===== src/mfPkg.sv =====
// Widths and tap counts are fixed at compile time; all data is two's complement and signed.
package mfPkg;

	// Width of one real input sample.
	localparam int sampleWidth = 12;
	// Width of each part of a template coefficient.
	localparam int coeffWidth = 12;
	// Width of each part of a Hilbert output sample.
	localparam int htWidth = 16;
	// One tap product is a 16x12 multiply plus one bit for the add of two such terms.
	localparam int prodWidth = htWidth + coeffWidth + 1;
	// Width of each part of the sum over all taps.
	localparam int accWidth = 32;

	// The FIR length and the counter that loads its coefficients.
	localparam int numTaps = 8;
	localparam int tapCountWidth = $clog2(numTaps);

	// Hilbert filter length, its centre delay and the shift on the imaginary sum.
	localparam int htLength = 7;
	localparam int htDelay = 3;
	localparam int htShift = 8;
	// Index 0 multiplies the newest sample.
	localparam int htCoeffs [htLength] = '{-54, 0, -163, 0, 163, 0, 54};

	// The squared magnitude needs twice the sum width, and its root needs the sum width.
	localparam int radWidth = 2 * accWidth;
	localparam int rootWidth = accWidth;
	// One result bit per root step.
	localparam int rootSteps = rootWidth;
	// Counts the square step, the root steps and the hand-over to DONE.
	localparam int magStepWidth = 6;

	// A template coefficient.
	typedef struct packed {
		logic signed [coeffWidth-1:0] re;
		logic signed [coeffWidth-1:0] im;
	} complexCoeffT;

	// An analytic sample from the Hilbert filter.
	typedef struct packed {
		logic signed [htWidth-1:0] re;
		logic signed [htWidth-1:0] im;
	} complexSampleT;

	// The registered product of one tap.
	typedef struct packed {
		logic signed [prodWidth-1:0] re;
		logic signed [prodWidth-1:0] im;
	} complexProdT;

	// The sum of all tap products.
	typedef struct packed {
		logic signed [accWidth-1:0] re;
		logic signed [accWidth-1:0] im;
	} complexAccT;

	typedef enum logic {LOADING, RUNNING} feederStateT;

	typedef enum logic [1:0] {IDLE, ROOT, DONE} magStateT;

endpackage


===== src/hilbertFilter.sv =====
// Output rounding is a plain arithmetic shift; history is cleared only by reset.
`timescale 1ns/1ps

module hilbertFilter (
	input logic clock,
	input logic arstN,
	input logic sampleValid,
	output logic sampleReady,
	input logic signed [mfPkg::sampleWidth-1:0] sample,
	output logic htValid,
	input logic htReady,
	output mfPkg::complexSampleT htSample
);

	// The six older samples; the seventh tap is the sample being accepted.
	logic signed [mfPkg::sampleWidth-1:0] history [mfPkg::htLength-1];
	// All seven taps, newest first.
	logic signed [mfPkg::sampleWidth-1:0] taps [mfPkg::htLength];
	int imagSum;
	int imagShifted;
	mfPkg::complexSampleT nextSample;
	logic accept;

	// The output register is free when empty or when its sample leaves this cycle.
	assign sampleReady = !htValid || htReady;
	assign accept = sampleValid && sampleReady;

	// Line up the incoming sample in front of the stored history.
	always_comb begin
		taps[0] = sample;
		for (int i = 1; i < mfPkg::htLength; i++) begin
			taps[i] = history[i-1];
		end
	end

	// The imaginary part is the filtered line scaled down by the shift.
	// The real part is the centre tap, which matches the filter's group delay.
	always_comb begin
		imagSum = 0;
		for (int i = 0; i < mfPkg::htLength; i++) begin
			imagSum = imagSum + mfPkg::htCoeffs[i] * taps[i];
		end
		imagShifted = imagSum >>> mfPkg::htShift;
		nextSample.re = taps[mfPkg::htDelay];
		nextSample.im = imagShifted[mfPkg::htWidth-1:0];
	end

	// The delay line starts at zero so that pre-reset samples count as zero.
	always_ff @(posedge clock or negedge arstN) begin
		if (!arstN) begin
			for (int i = 0; i < mfPkg::htLength - 1; i++) begin
				history[i] <= '0;
			end
		end else if (accept) begin
			for (int i = 0; i < mfPkg::htLength - 1; i++) begin
				history[i] <= taps[i];
			end
		end
	end

	// Valid is set by an accepted input and cleared when the sample is taken.
	always_ff @(posedge clock or negedge arstN) begin
		if (!arstN) begin
			htValid <= 1'b0;
		end else if (accept) begin
			htValid <= 1'b1;
		end else if (htReady) begin
			htValid <= 1'b0;
		end
	end

	always_ff @(posedge clock) begin
		if (accept) begin
			htSample <= nextSample;
		end
	end

endmodule


===== config.mk =====
export PLATFORM = sky130hd
export DESIGN_NAME = hilbertFilter
export DESIGN_NICKNAME = d
export VERILOG_FILES = /design/src/mfPkg.sv /design/src/hilbertFilter.sv
export SDC_FILE = /design/constraint.sdc
export NUM_CORES = 1
export LEC_CHECK = 0
export BUFFER_PORTS_ARGS = -buffer_cell sky130_fd_sc_hd__buf_2
export CELL_PAD_IN_SITES_DETAIL_PLACEMENT = 1
export CELL_PAD_IN_SITES_GLOBAL_PLACEMENT = 1
export CORE_ASPECT_RATIO = 1.25
export CORE_MARGIN = 3
export CORE_UTILIZATION = 32
export DETAILED_ROUTE_END_ITERATION = 10
export HOLD_SLACK_MARGIN = 0.05
export PLACE_DENSITY = 0.58
export REMOVE_ABC_BUFFERS = 1
export SLEW_MARGIN = 20
export SYNTH_ARGS = -nofsm -noshare
export SYNTH_HDL_FRONTEND = slang
export SYNTH_SLANG_ARGS = --single-unit

===== constraint.sdc =====
create_clock -name clock -period 8.5 [get_ports clock]
set_input_delay 1.7 -clock clock [delete_from_list [all_inputs] [get_ports clock]]
set_output_delay 1.7 -clock clock [all_outputs]
set_load 0.005 [all_outputs]

* After elaboration in Yosys (flattened, before gate mapping)
Cells that the tools add are included. Widths: inputs -> output; s select.
Word-level totals: word-level logic and storage cells 22, bits in registers 101, bits of input ports 16, output and inout bits 34
Cells by class: reduce and logical (&&, ||, !) cells 4, add/subtract/negate cells 3, multipliers 4, multiplexer cells 2
Operator list (number):
- $mul 9x12->21 const A | 2
- $mul 6x12->18 const A | 2
- $add 23x19->24 | 1
- $add 22x21->23 | 1
- $add 19x21->22 | 1
- $mux 1 | 2
- $reduce_bool 2->1 | 1
- $logic_and 1x1->1 | 1
- $logic_not 1->1 | 1
- $logic_or 1x1->1 | 1

* Depth between registers and ports, before layout
Gate-level depths: netlist of run 1.
depth in word-level cells 4, depth in mapped cells 33, mapped depth without buffers 33

* Worst setup path before layout of run 1
Ideal clock, no wire load.
kind input-to-reg, from input sample[4] in the netlist's numbering, to register htSample[13] in the netlist's numbering (data pin), stages 28, data arrival time 8.654 ns, required time 8.242 ns, setup time 0.258 ns, buffers on the path 0, slack -0.412 ns, path through ha_1 -> fa_1 -> fa_1 -> ha_1 -> ha_1 -> nor2b_1 -> o21ai_0 -> a21boi_1 -> o21ai_0 -> nor2b_1 -> xnor2_1 -> ha_1 -> fa_1 -> inv_1 -> fa_1 -> fa_1 -> inv_1 -> fa_1 -> inv_1 -> fa_1 -> inv_1 -> ha_1 -> a21o_1 -> nor3_1 -> a21oi_1 -> a211o_1 -> a21oi_1 -> xnor2_1
RTL lines:
- from (decl) | RTL line hilbertFilter.sv:9 | input logic signed [mfPkg::sampleWidth-1:0] sample,
- to (signal assigned) | RTL line hilbertFilter.sv:74 | htSample <= nextSample;
- to (decl) | RTL line hilbertFilter.sv:12 | output mfPkg::complexSampleT htSample

==> impl_results.md, run 1 <==
* Number of cells after detailed placement at approximately 1,800
* Maximum fanout along the worst path at 3
* Reg2Reg Capture Point: htSample[15]
* DR pass1 iterations at 4
* Initial antenna violation count at 0
* Largest clock skew in the final design at roughly 0.016 ns
* Via count of the first global-routing pass at between 9,000 and 10,000
* CTS Root Cell: sky130_fd_sc_hd__clkbuf_16
* Sink Count at approximately 100
* Detailed-route via count at ~8,300
* Longest Clk Path Bufs at 2
* Clock input transition at the sequential cells of the worst setup and hold paths at around 0.080 ns
* Worst slew margin relative to its limit at 0.382
* Die Area at around 0.040 mm2
* Highest clock frequency the design can meet at around 120 MHz
* Total track usage at 0.160
* Antenna diode count at 0
* WHS Endpoint: htSample[16]
* Synthesized area per cell at roughly 10 um2
* Proportion of layout cells with a drive suffix above 1 at 0.218
* Iteration-0 DRC Markers at 216
* Post-synth ARST share at 0.723
* Pins over their slew limit at 0
* Gr ovfl total at 0
* Wire length of the first global-routing pass at slightly above 50 mm
* Number of cells on the worst reg-to-reg path at 30
* Number of nets in the final layout at about 1,700
* Number of rows in the core area at between 70 and 80
* Weighted congestion reported at the end of routability-driven placement at 0.852
* Min-delay worst type: flop to flop
* Most frequently used cell type in the post-synthesis netlist: sky130_fd_sc_hd__inv_1
* Yosys warns at 0
* Worst hold path stage count at 0
* Post-DP HPWL at 25.4 mm
* Cell type with the largest total area after synthesis: sky130_fd_sc_hd__fa_1
* Share of the cycle needed by the critical path after routing at 1.01
* Data required time of the critical path at between 8 and 9 ns
* Beginning of the worst hold path: history[36]
* Buffers on Ports at 49
* Cell types occupying the most area after synthesis: sky130_fd_sc_hd__fa_1 (26%), sky130_fd_sc_hd__ha_1 (23%), sky130_fd_sc_hd__dfrtp_1 (15%), sky130_fd_sc_hd__inv_1 (11%), sky130_fd_sc_hd__edfxtp_1 (6.9%)
* Setup repair after global routing missed its margin: true
* Antenna Violating Nets Remaining at 0
* Slack of the worst reg-to-reg path at about 0.57 ns
* Floorplan core area at ~0.037 mm2
* Final Util at 0.390
* Area delta synth->final at 19.9%
* Crit. End Element: flop
* Netlist area before placement at around 0.012 mm2
* Sequential area share after synthesis at 0.219
* Synthesized netlist cell count at approximately 1,200
* Later-pin clock latency in the skew report at ~0.38 ns
* Area of all placed cells without fillers at between 0.01 and 0.015 mm2
* Vias per cell at around 4.6
* Die X at roughly 180 um
* Maximum capacitance violations at 0
* Startpoint of the worst-slack reg-to-reg timing path: history[2]
* Shortest period the worst path allows at 8.59 ns
* Non-filler instance count after layout at 1,807
* Most frequently used flop master after synthesis: sky130_fd_sc_hd__dfrtp_1
* Io pins at 50
* Category of the critical setup timing path: input port to flop
* Final worst slack at -0.0887 ns
* Result of the run: finished with violations
* Routed WL at 30.4 mm
* Hold violation count in the final report at 0
* Slew of the pin with the lowest slew margin at 0.927 ns
* Synthesis-stage register bit count at around 100
* Failing checks: setup timing
* Starting density of the core at 0.325
* Depth of the CTS H-tree at 3
* Area share of the largest cell type after synthesis at 0.262
* Crit path arrival time at between 8 and 9 ns
* # hold bufs at CTS at 0
* Worst setup startpoint: sample[3]
* Final hold slack at roughly 0.48 ns
* Worst path slowest cell: sky130_fd_sc_hd__fa_1
* Delay of the slowest critical-path stage at about 0.54 ns
* EDFF count, synth at 28
* Mean routed wirelength per cell at 16.8 um
* Commonest cells in the synthesized netlist: sky130_fd_sc_hd__inv_1 (350), sky130_fd_sc_hd__ha_1 (223), sky130_fd_sc_hd__fa_1 (159), sky130_fd_sc_hd__dfrtp_1 (73), sky130_fd_sc_hd__o21ai_0 (54)
* Largest net degree at the start of global routing at between 80 and 90
* Die span in y at between 200 and 250 um
* Critical Path Start Type: input port
* Number of unique standard cell types used by synthesis at 49
* Number of DRC violations after detailed routing at 0
* Clock tree from TritonCTS: yes
* Setup violators final at 4
* Area after DPL at 0.0136 mm2
* TritonCTS buffer count at 9
state kept, by name (all words and copies together) (netlist names):
signal and count:
history 72, htSample 28, htValid 1
final cells by class:
type                            instances  area [um2]
Sequential cell                       101        2670
Fill cell                            4194       22800
Inverter                              350        1310
Clock buffer                           10         239
Timing Repair Buffer                  140         971
Tap cell                              486         608
Clock inverter                          6        67.6
Multi-Input combinational cell        714        8710
stage by stage:
step                      setup TNS [ns]  worst slack [ns]
after floorplan                    -2.56            -0.412
after global placement             -9.01            -0.917
after detailed placement           -9.79            -0.987
after CTS                         -0.276            -0.129
after global routing               -3.14            -0.493
final                             -0.187           -0.0887
cell usage in the layout (no fill, tap or decap), drive strengths merged, types with 2 or more instances in the layout:
| cell | instances |
|---|---|
| nand2b | 4 |
| o21ai | 56 |
| xor2 | 11 |
| clkinv | 3 |
| a21oi | 33 |
| clkbuf | 10 |
| a31oi | 3 |
| ha | 223 |
| a211oi | 7 |
| a21o | 8 |
| o31ai | 3 |
| dfrtp | 73 |
| and3 | 5 |
| edfxtp | 28 |
| buf | 140 |
| o21bai | 2 |
| xnor2 | 28 |
| a311oi | 3 |
| mux2 | 36 |
| o311ai | 2 |
| inv | 353 |
| nor2 | 31 |
| or3 | 2 |
| nor2b | 8 |
| nand4 | 3 |
| nor3 | 9 |
| fa | 159 |
| nand2 | 52 |
| o21a | 5 |
| nand3 | 7 |
metal layers:
metal	wire [um]	share of wire	vias to the layer above	track usage
li1	-	-	3946	-
met1	12300	0.41	4238	0.182
met2	17000	0.56	63	0.318
met3	501	0.016	25	0.0143
met4	587	0.019	0	0.0386
met5	0	0	-	0
worst max path at each step:
stage,depth (start not counted),end
6_report,33,htSample[13]
5_1_grt,36,htSample[15]
4_1_cts,35,htSample[13]
3_5_place_dp,35,htSample[13]
3_3_place_gp,32,htSample[13]
2_1_floorplan,28,htSample[13]
worst max-delay path, delay by kind of cell:
family / cells / cell delay, ns
adder cells (fa/ha/maj): 12 / 4.51
AO/OA/AOI/OAI: 7 / 1.21
buffers and inverters: 9 / 0.57
AND/OR/NAND/NOR: 3 / 0.45
XOR/XNOR: 2 / 0.26
kinds of logic (layout without fill, tap and decap cells):
| logic type | count (synthesis) | after routing | share of synthesized area |
|---|---|---|---|
| compound gates | 132 | 132 | 0.0665 |
| flops | 101 | 101 | 0.219 |
| simple gates | 124 | 124 | 0.0452 |
| buf+inv | 367 | 506 | 0.115 |
| xor+xnor | 39 | 39 | 0.0281 |
| fa+ha+maj | 382 | 382 | 0.491 |
| mux | 37 | 37 | 0.0342 |
timing repair:
action | in CTS | in global routing
setup endpoints to repair | 11 | 13
setup buffers | 7 | 2
pin swaps | 51 | 36
resized for setup | 81 | 44
Power of run 1 is left out: the tool's default activity adds up to more than one toggle a clock period on the data nets, which glitch-free logic cannot reach.
==> run 2: changes to the inputs <==
--- a/config.mk
+++ b/config.mk
@@ -15,6 +15,7 @@
 export HOLD_SLACK_MARGIN = 0.05
 export PLACE_DENSITY = 0.58
 export REMOVE_ABC_BUFFERS = 1
+export SKIP_LAST_GASP = 1
 export SLEW_MARGIN = 20
 export SYNTH_ARGS = -nofsm -noshare
 export SYNTH_HDL_FRONTEND = slang
==> impl_results.md, run 2 (synthesis gave the netlist of run 1 again) <==
* Result of the run: finished with violations
* Failing checks: setup timing
* Worst path buffer plus inverter count at 6 (-3)
* Number of cells after detailed placement at 1,783 (unchanged)
* Sink Count at 101 (unchanged)
* Buffers on Ports at 49 (unchanged)
* # hold bufs at CTS at 0 (unchanged)
* Io pins at 50 (unchanged)
* Proportion of layout cells with a drive suffix above 1 at 0.213 (-0.00454)
* Hold violation count in the final report at 0 (unchanged)
* Crit. End Element: flop
* Antenna diode count at 0 (unchanged)
* Total track usage at 0.160 (unchanged)
* Antenna Violating Nets Remaining at 0 (unchanged)
* Maximum fanout along the worst path at 3 (unchanged)
* Clock tree from TritonCTS: yes
* Number of filler cells placed in the layout at 4,199 (+0.12%)
* Registers with the most flip-flops: history x72, htSample x28, htValid x1
* Routed WL at 30.5 mm (+0.16%)
* Area delta synth->final at 19.6%
* Cell class contributing the biggest share of worst-path delay: adder cells
* Slew of the pin with the lowest slew margin at 0.933 ns (+0.00627 ns)
* Setup violators final at 4 (unchanged)
* TritonCTS buffer count at 9 (unchanged)
* Crit path arrival time at 8.71 ns (about the same)
* Wire length on met1 at 12.4 mm (+0.30%)
* Delay of the slowest critical-path stage at 0.53 ns (about the same)
* Vias per cell at 4.57 (-0.15%)
* Cell repeated most along the worst path: sky130_fd_sc_hd__fa_1
* Min-delay worst type: flop to flop
* Starting density of the core at 0.325 (unchanged)
* Highest clock frequency the design can meet at 116 MHz (about the same)
* Final worst slack at -0.0907 ns (-0.00200 ns)
* Most common cell after layout, fill and taps aside: sky130_fd_sc_hd__inv_1
* Worst slew margin relative to its limit at 0.378 (-0.00418)
* Mean routed wirelength per cell at 16.9 um (+0.16%)
* Final Util at 0.389 (-0.000971)
* Longest Clk Path Bufs at 2 (unchanged)
* Weighted congestion reported at the end of routability-driven placement at 0.852 (unchanged)
* Top register by number of flip-flops: history
* Pins over their slew limit at 0 (unchanged)
* Maximum capacitance violations at 0 (unchanged)
* Category of the critical setup timing path: input port to flop
* Share of the cycle needed by the critical path after routing at 1.01 (about the same)
* Met3 wire length at 479 um (-4.4%)
* Non-filler instance count after layout at 1,807 (unchanged)
* Data required time of the critical path at 8.62 ns (about the same)
* Depth of the CTS H-tree at 3 (unchanged)
* Largest clock skew in the final design at 0.0160 ns (+0.0000730 ns)
* Number of DRC violations after detailed routing at 0 (unchanged)
* Clock input transition at the sequential cells of the worst setup and hold paths at 0.08 ns (about the same)
* Largest register FFs at 72 (unchanged)
* Die X at 180 um (unchanged)
* Post-DP HPWL at 25.4 mm (unchanged)
* Detailed-route via count at 8,260 (-0.15%)
* Floorplan core area at 0.0374 mm2 (unchanged)
* Number of rows in the core area at 79 (unchanged)
* Initial antenna violation count at 0 (unchanged)
* Die Area at 0.0404 mm2 (unchanged)
* Worst path slowest cell: sky130_fd_sc_hd__fa_1
* CTS Root Cell: sky130_fd_sc_hd__clkbuf_16
* Wire length of the first global-routing pass at 50.4 mm (unchanged)
* Iteration-0 DRC Markers at 199 (-7.9%)
* Via count of the first global-routing pass at 9,490 (unchanged)
* Wire length on met2 at 17.1 mm (+0.61%)
* Number of nets in the final layout at 1,714 (unchanged)
* Gr ovfl total at 0 (unchanged)
* Setup repair after global routing missed its margin: true
* DR pass1 iterations at 4 (unchanged)
* Critical Path Start Type: input port
* Top library cells by usage in the layout, fill and taps aside: sky130_fd_sc_hd__inv_1 (337), sky130_fd_sc_hd__ha_1 (197), sky130_fd_sc_hd__fa_1 (155)
* Later-pin clock latency in the skew report at 0.38 ns (about the same)
* Top Metal Used: met4
* Shortest period the worst path allows at 8.59 ns (+0.00200 ns)
* Die span in y at 224 um (unchanged)
* Largest net degree at the start of global routing at 83 (unchanged)
[run 2: path summary, 6_finish.rpt]
check	from	endpoint	slack, ns	depth (start not counted)
setup / recovery	sample[4]	htSample[13]	-0.09	30
hold / removal	history[36]	htSample[16]	0.48	0
setup reg to reg	history[2]	htSample[15]	0.57	30
hold reg to reg	history[36]	htSample[16]	0.48	0
max in group asynchronous	arstN	history[62]	6.25	2
min in group asynchronous	arstN	history[46]	1.12	1
[run 2: repair_timing]
action                                  CTS  global route
endpoints found under the setup margin   11            13
buffers inserted                          7             2
pin swaps                                51            35
resized for setup                        81            36
[run 2: final cells by class]
cell class	instances	area [um2]	area share
Timing Repair Buffer	140	967	0.0665
Inverter	350	1310	0.0903
Clock inverter	6	67.6	0.00465
Multi-Input combinational cell	714	8680	0.597
Sequential cell	101	2670	0.183
Tap cell	486	608	0.0418
Clock buffer	10	239	0.0164
[run 2: metal layers]
| layer | track usage | vias to the layer above |
|---|---|---|
| met5 | 0 | - |
| met4 | 0.0386 | 0 |
| met3 | 0.0143 | 24 |
| met2 | 0.318 | 64 |
| met1 | 0.182 | 4226 |
| li1 | - | 3946 |
[run 2: through the flow]
stage | TNS (ns) | instance area, um2 | hold WS [ns] | worst slack (ns)
after detailed placement | -9.79 | 13600 | 0.461 | -0.987
after CTS | -0.276 | 14300 | 0.481 | -0.129
after global placement | -9.01 | 13600 | 0.455 | -0.917
after floorplan | -2.56 | 12100 | 0.437 | -0.412
final | -0.185 | 14500 | 0.481 | -0.0907
after global routing | -3.36 | 14500 | 0.488 | -0.494
Power of run 2 is left out for the same reason.
==> run 3: changes to the inputs <==
--- a/config.mk
+++ b/config.mk
@@ -9,7 +9,7 @@
 export CELL_PAD_IN_SITES_DETAIL_PLACEMENT = 1
 export CELL_PAD_IN_SITES_GLOBAL_PLACEMENT = 1
 export CORE_ASPECT_RATIO = 1.25
-export CORE_MARGIN = 3
+export CORE_MARGIN = 5
 export CORE_UTILIZATION = 32
 export DETAILED_ROUTE_END_ITERATION = 10
 export HOLD_SLACK_MARGIN = 0.05
==> impl_results.md, run 3 (synthesis gave the netlist of run 1 again) <==
* Result of the run: finished, final reports clean
* CTS Root Cell: sky130_fd_sc_hd__clkbuf_16
* Number of cells after detailed placement at 1,781 (-0.11%)
* Die Area at 0.0420 mm2 (+4.0%)
* Later-pin clock latency in the skew report at 0.39 ns (about the same)
* Top library cells by usage in the layout, fill and taps aside: sky130_fd_sc_hd__inv_1 (330), sky130_fd_sc_hd__ha_1 (192), sky130_fd_sc_hd__fa_1 (155)
* Buffers on Ports at 49 (unchanged)
* Clock tree from TritonCTS: yes
* Setup Total Neg Slack at 0 ns (+0.185 ns)
* Weighted congestion reported at the end of routability-driven placement at 0.852 (about the same)
* Antenna Violating Nets Remaining at 0 (unchanged)
* Antenna diode count at 0 (unchanged)
* Floorplan core area at 0.0374 mm2 (unchanged)
* Cell class contributing the biggest share of worst-path delay: adder cells
* Longest Clk Path Bufs at 2 (unchanged)
* Multi-input combinational cell area at 0.00880 mm2 (+1.4%)
* DR pass1 iterations at 4 (unchanged)
* Share of the cycle needed by the critical path after routing at 0.994 (-0.0166)
* Routed WL at 30.5 mm (+0.26%)
* Pins over their slew limit at 0 (unchanged)
* Final hold slack at 0.480 ns (-0.000715 ns)
* Number of rows in the core area at 79 (unchanged)
* Initial antenna violation count at 0 (unchanged)
* Largest register FFs at 72 (unchanged)
* Maximum fanout along the worst path at 3 (unchanged)
* Worst setup startpoint: sample[4]
* Number of nets in the final layout at 1,715 (+0.058%)
* Critical Path Start Type: input port
* Largest net degree at the start of global routing at 83 (unchanged)
* Final worst slack at 0.0505 ns (+0.141 ns)
* Detailed-route via count at 8,302 (+0.51%)
* Worst slew margin relative to its limit at 0.383 (+0.00475)
* Hold violation count in the final report at 0 (unchanged)
* Maximum capacitance violations at 0 (unchanged)
* Slack of the worst reg-to-reg path at 0.68 ns (+0.11 ns)
* Worst path buffer plus inverter count at 7 (+1)
* Slew of the pin with the lowest slew margin at 0.926 ns (-0.00712 ns)
* Proportion of layout cells with a drive suffix above 1 at 0.230 (+0.0165)
* Crit path arrival time at 8.58 ns (-0.13 ns)
* Io pins at 50 (unchanged)
* Highest clock frequency the design can meet at 118 MHz (+1.7%)
* Sink Count at 101 (unchanged)
* CP Capture Point: htSample[13]
* Number of cells on the worst reg-to-reg path at 30 (unchanged)
* Setup repair after global routing missed its margin: true
* Post-DP HPWL at 25.2 mm (-0.98%)
* Category of the critical setup timing path: input port to flop
* Setup violators final at 0 (-4)
* Min-delay worst type: flop to flop
* Delay of the slowest critical-path stage at 0.56 ns (+0.03 ns)
* Number of filler cells placed in the layout at 4,196 (-0.071%)
* Starting density of the core at 0.325 (unchanged)
* Wire length of the first global-routing pass at 50.7 mm (+0.61%)
* TritonCTS buffer count at 9 (unchanged)
* Non-filler instance count after layout at 1,808 (+0.055%)
* Area delta synth->final at 21.0%
* Die X at 184 um (+2.2%)
* Top register by number of flip-flops: history
* Most common cell after layout, fill and taps aside: sky130_fd_sc_hd__inv_1
* Clock input transition at the sequential cells of the worst setup and hold paths at 0.08 ns (about the same)
* Mean routed wirelength per cell at 16.9 um (+0.20%)
* Crit. End Element: flop
* Startpoint of the worst-slack reg-to-reg timing path: history[2]
* Post-place setup slack at -0.977 ns (+0.00991 ns)
* Reg2Reg Capture Point: htSample[13]
* Total track usage at 0.155 (-0.00445)
* Largest clock skew in the final design at 0.0197 ns (+0.00370 ns)
* Number of gates on the worst path with buffers counted at 32 (+6.7%)
* Shortest period the worst path allows at 8.45 ns (-0.141 ns)
* Die span in y at 228 um (+1.8%)
* Depth of the CTS H-tree at 3 (unchanged)
* Worst path slowest cell: sky130_fd_sc_hd__fa_2
* Vias per cell at 4.59 (+0.45%)
* Number of DRC violations after detailed routing at 0 (unchanged)
* Registers with the most flip-flops: history x72, htSample x28, htValid x1
* Gr ovfl total at 0 (unchanged)
* Cell repeated most along the worst path: sky130_fd_sc_hd__ha_4
* Via count of the first global-routing pass at 9,725 (+2.5%)
* Data required time of the critical path at 8.63 ns (about the same)
* Iteration-0 DRC Markers at 197 (-1.0%)
* Register area at 0.00267 mm2 (unchanged)
-- run 3: cell types whose count changed in the layout (fill, tap and decap cells not counted), moves of 5 or more --
cell and delta:
sky130_fd_sc_hd__inv_1 -7, sky130_fd_sc_hd__buf_6 +6, sky130_fd_sc_hd__inv_2 +7, sky130_fd_sc_hd__buf_4 -6
sky130_fd_sc_hd__ha_1 -5
-- run 3: worst min-delay path by stage --
stage | startpoint | end | slack, ns | cells past startpoint
final | history[39] | htSample[19] | 0.48 | 0
after global placement | history[38] | htSample[18] | 0.46 | 0
after detailed placement | history[39] | htSample[19] | 0.46 | 0
after floorplan | history[36] | htSample[16] | 0.44 | 0
after global routing | history[39] | htSample[19] | 0.49 | 0
after CTS | history[37] | htSample[17] | 0.48 | 0
-- run 3: per-layer routing --
layer	vias up	part of all wire	global-route usage
met5	-	0	0
met4	0	0.035	0.0589
met3	40	0.020	0.0185
met2	74	0.55	0.292
met1	4237	0.40	0.176
li1	3951	-	-
-- run 3: layout make-up --
class | instances | share of cell area
clock buffer | 9 | 0.0153
clock inverter | 7 | 0.00638
inverter | 350 | 0.0893
multi-input combinational | 714 | 0.598
sequential | 101 | 0.181
tap | 486 | 0.0413
timing repair buffer | 141 | 0.0685
-- run 3: repair_timing --
item | CTS | global route
hold buffers | 0 | 0
resized for setup | 74 | 77
endpoints found under the setup margin | 11 | 13
setup buffers | 8 | 4
pin swaps | 50 | 53
-- run 3: through the flow --
step | util | area, um2
finish | 0.394 | 14700
global route | 0.394 | 14700
floorplan | - | 12100
detailed placement | 0.362 | 13500
global placement | 0.362 | 13500
CTS | 0.383 | 14300
-- run 3: worst reg2reg max path: cells and delay by family (launching register included) --
family                   cells  cell delay, ns
flip-flops                   1            0.43
AND/OR/NAND/NOR              3            0.51
XOR/XNOR                     2            0.45
buffers and inverters        6            0.30
AO/OA/AOI/OAI                8            1.49
adder cells (fa/ha/maj)     11            4.39
Power of run 3 is left out for the same reason.
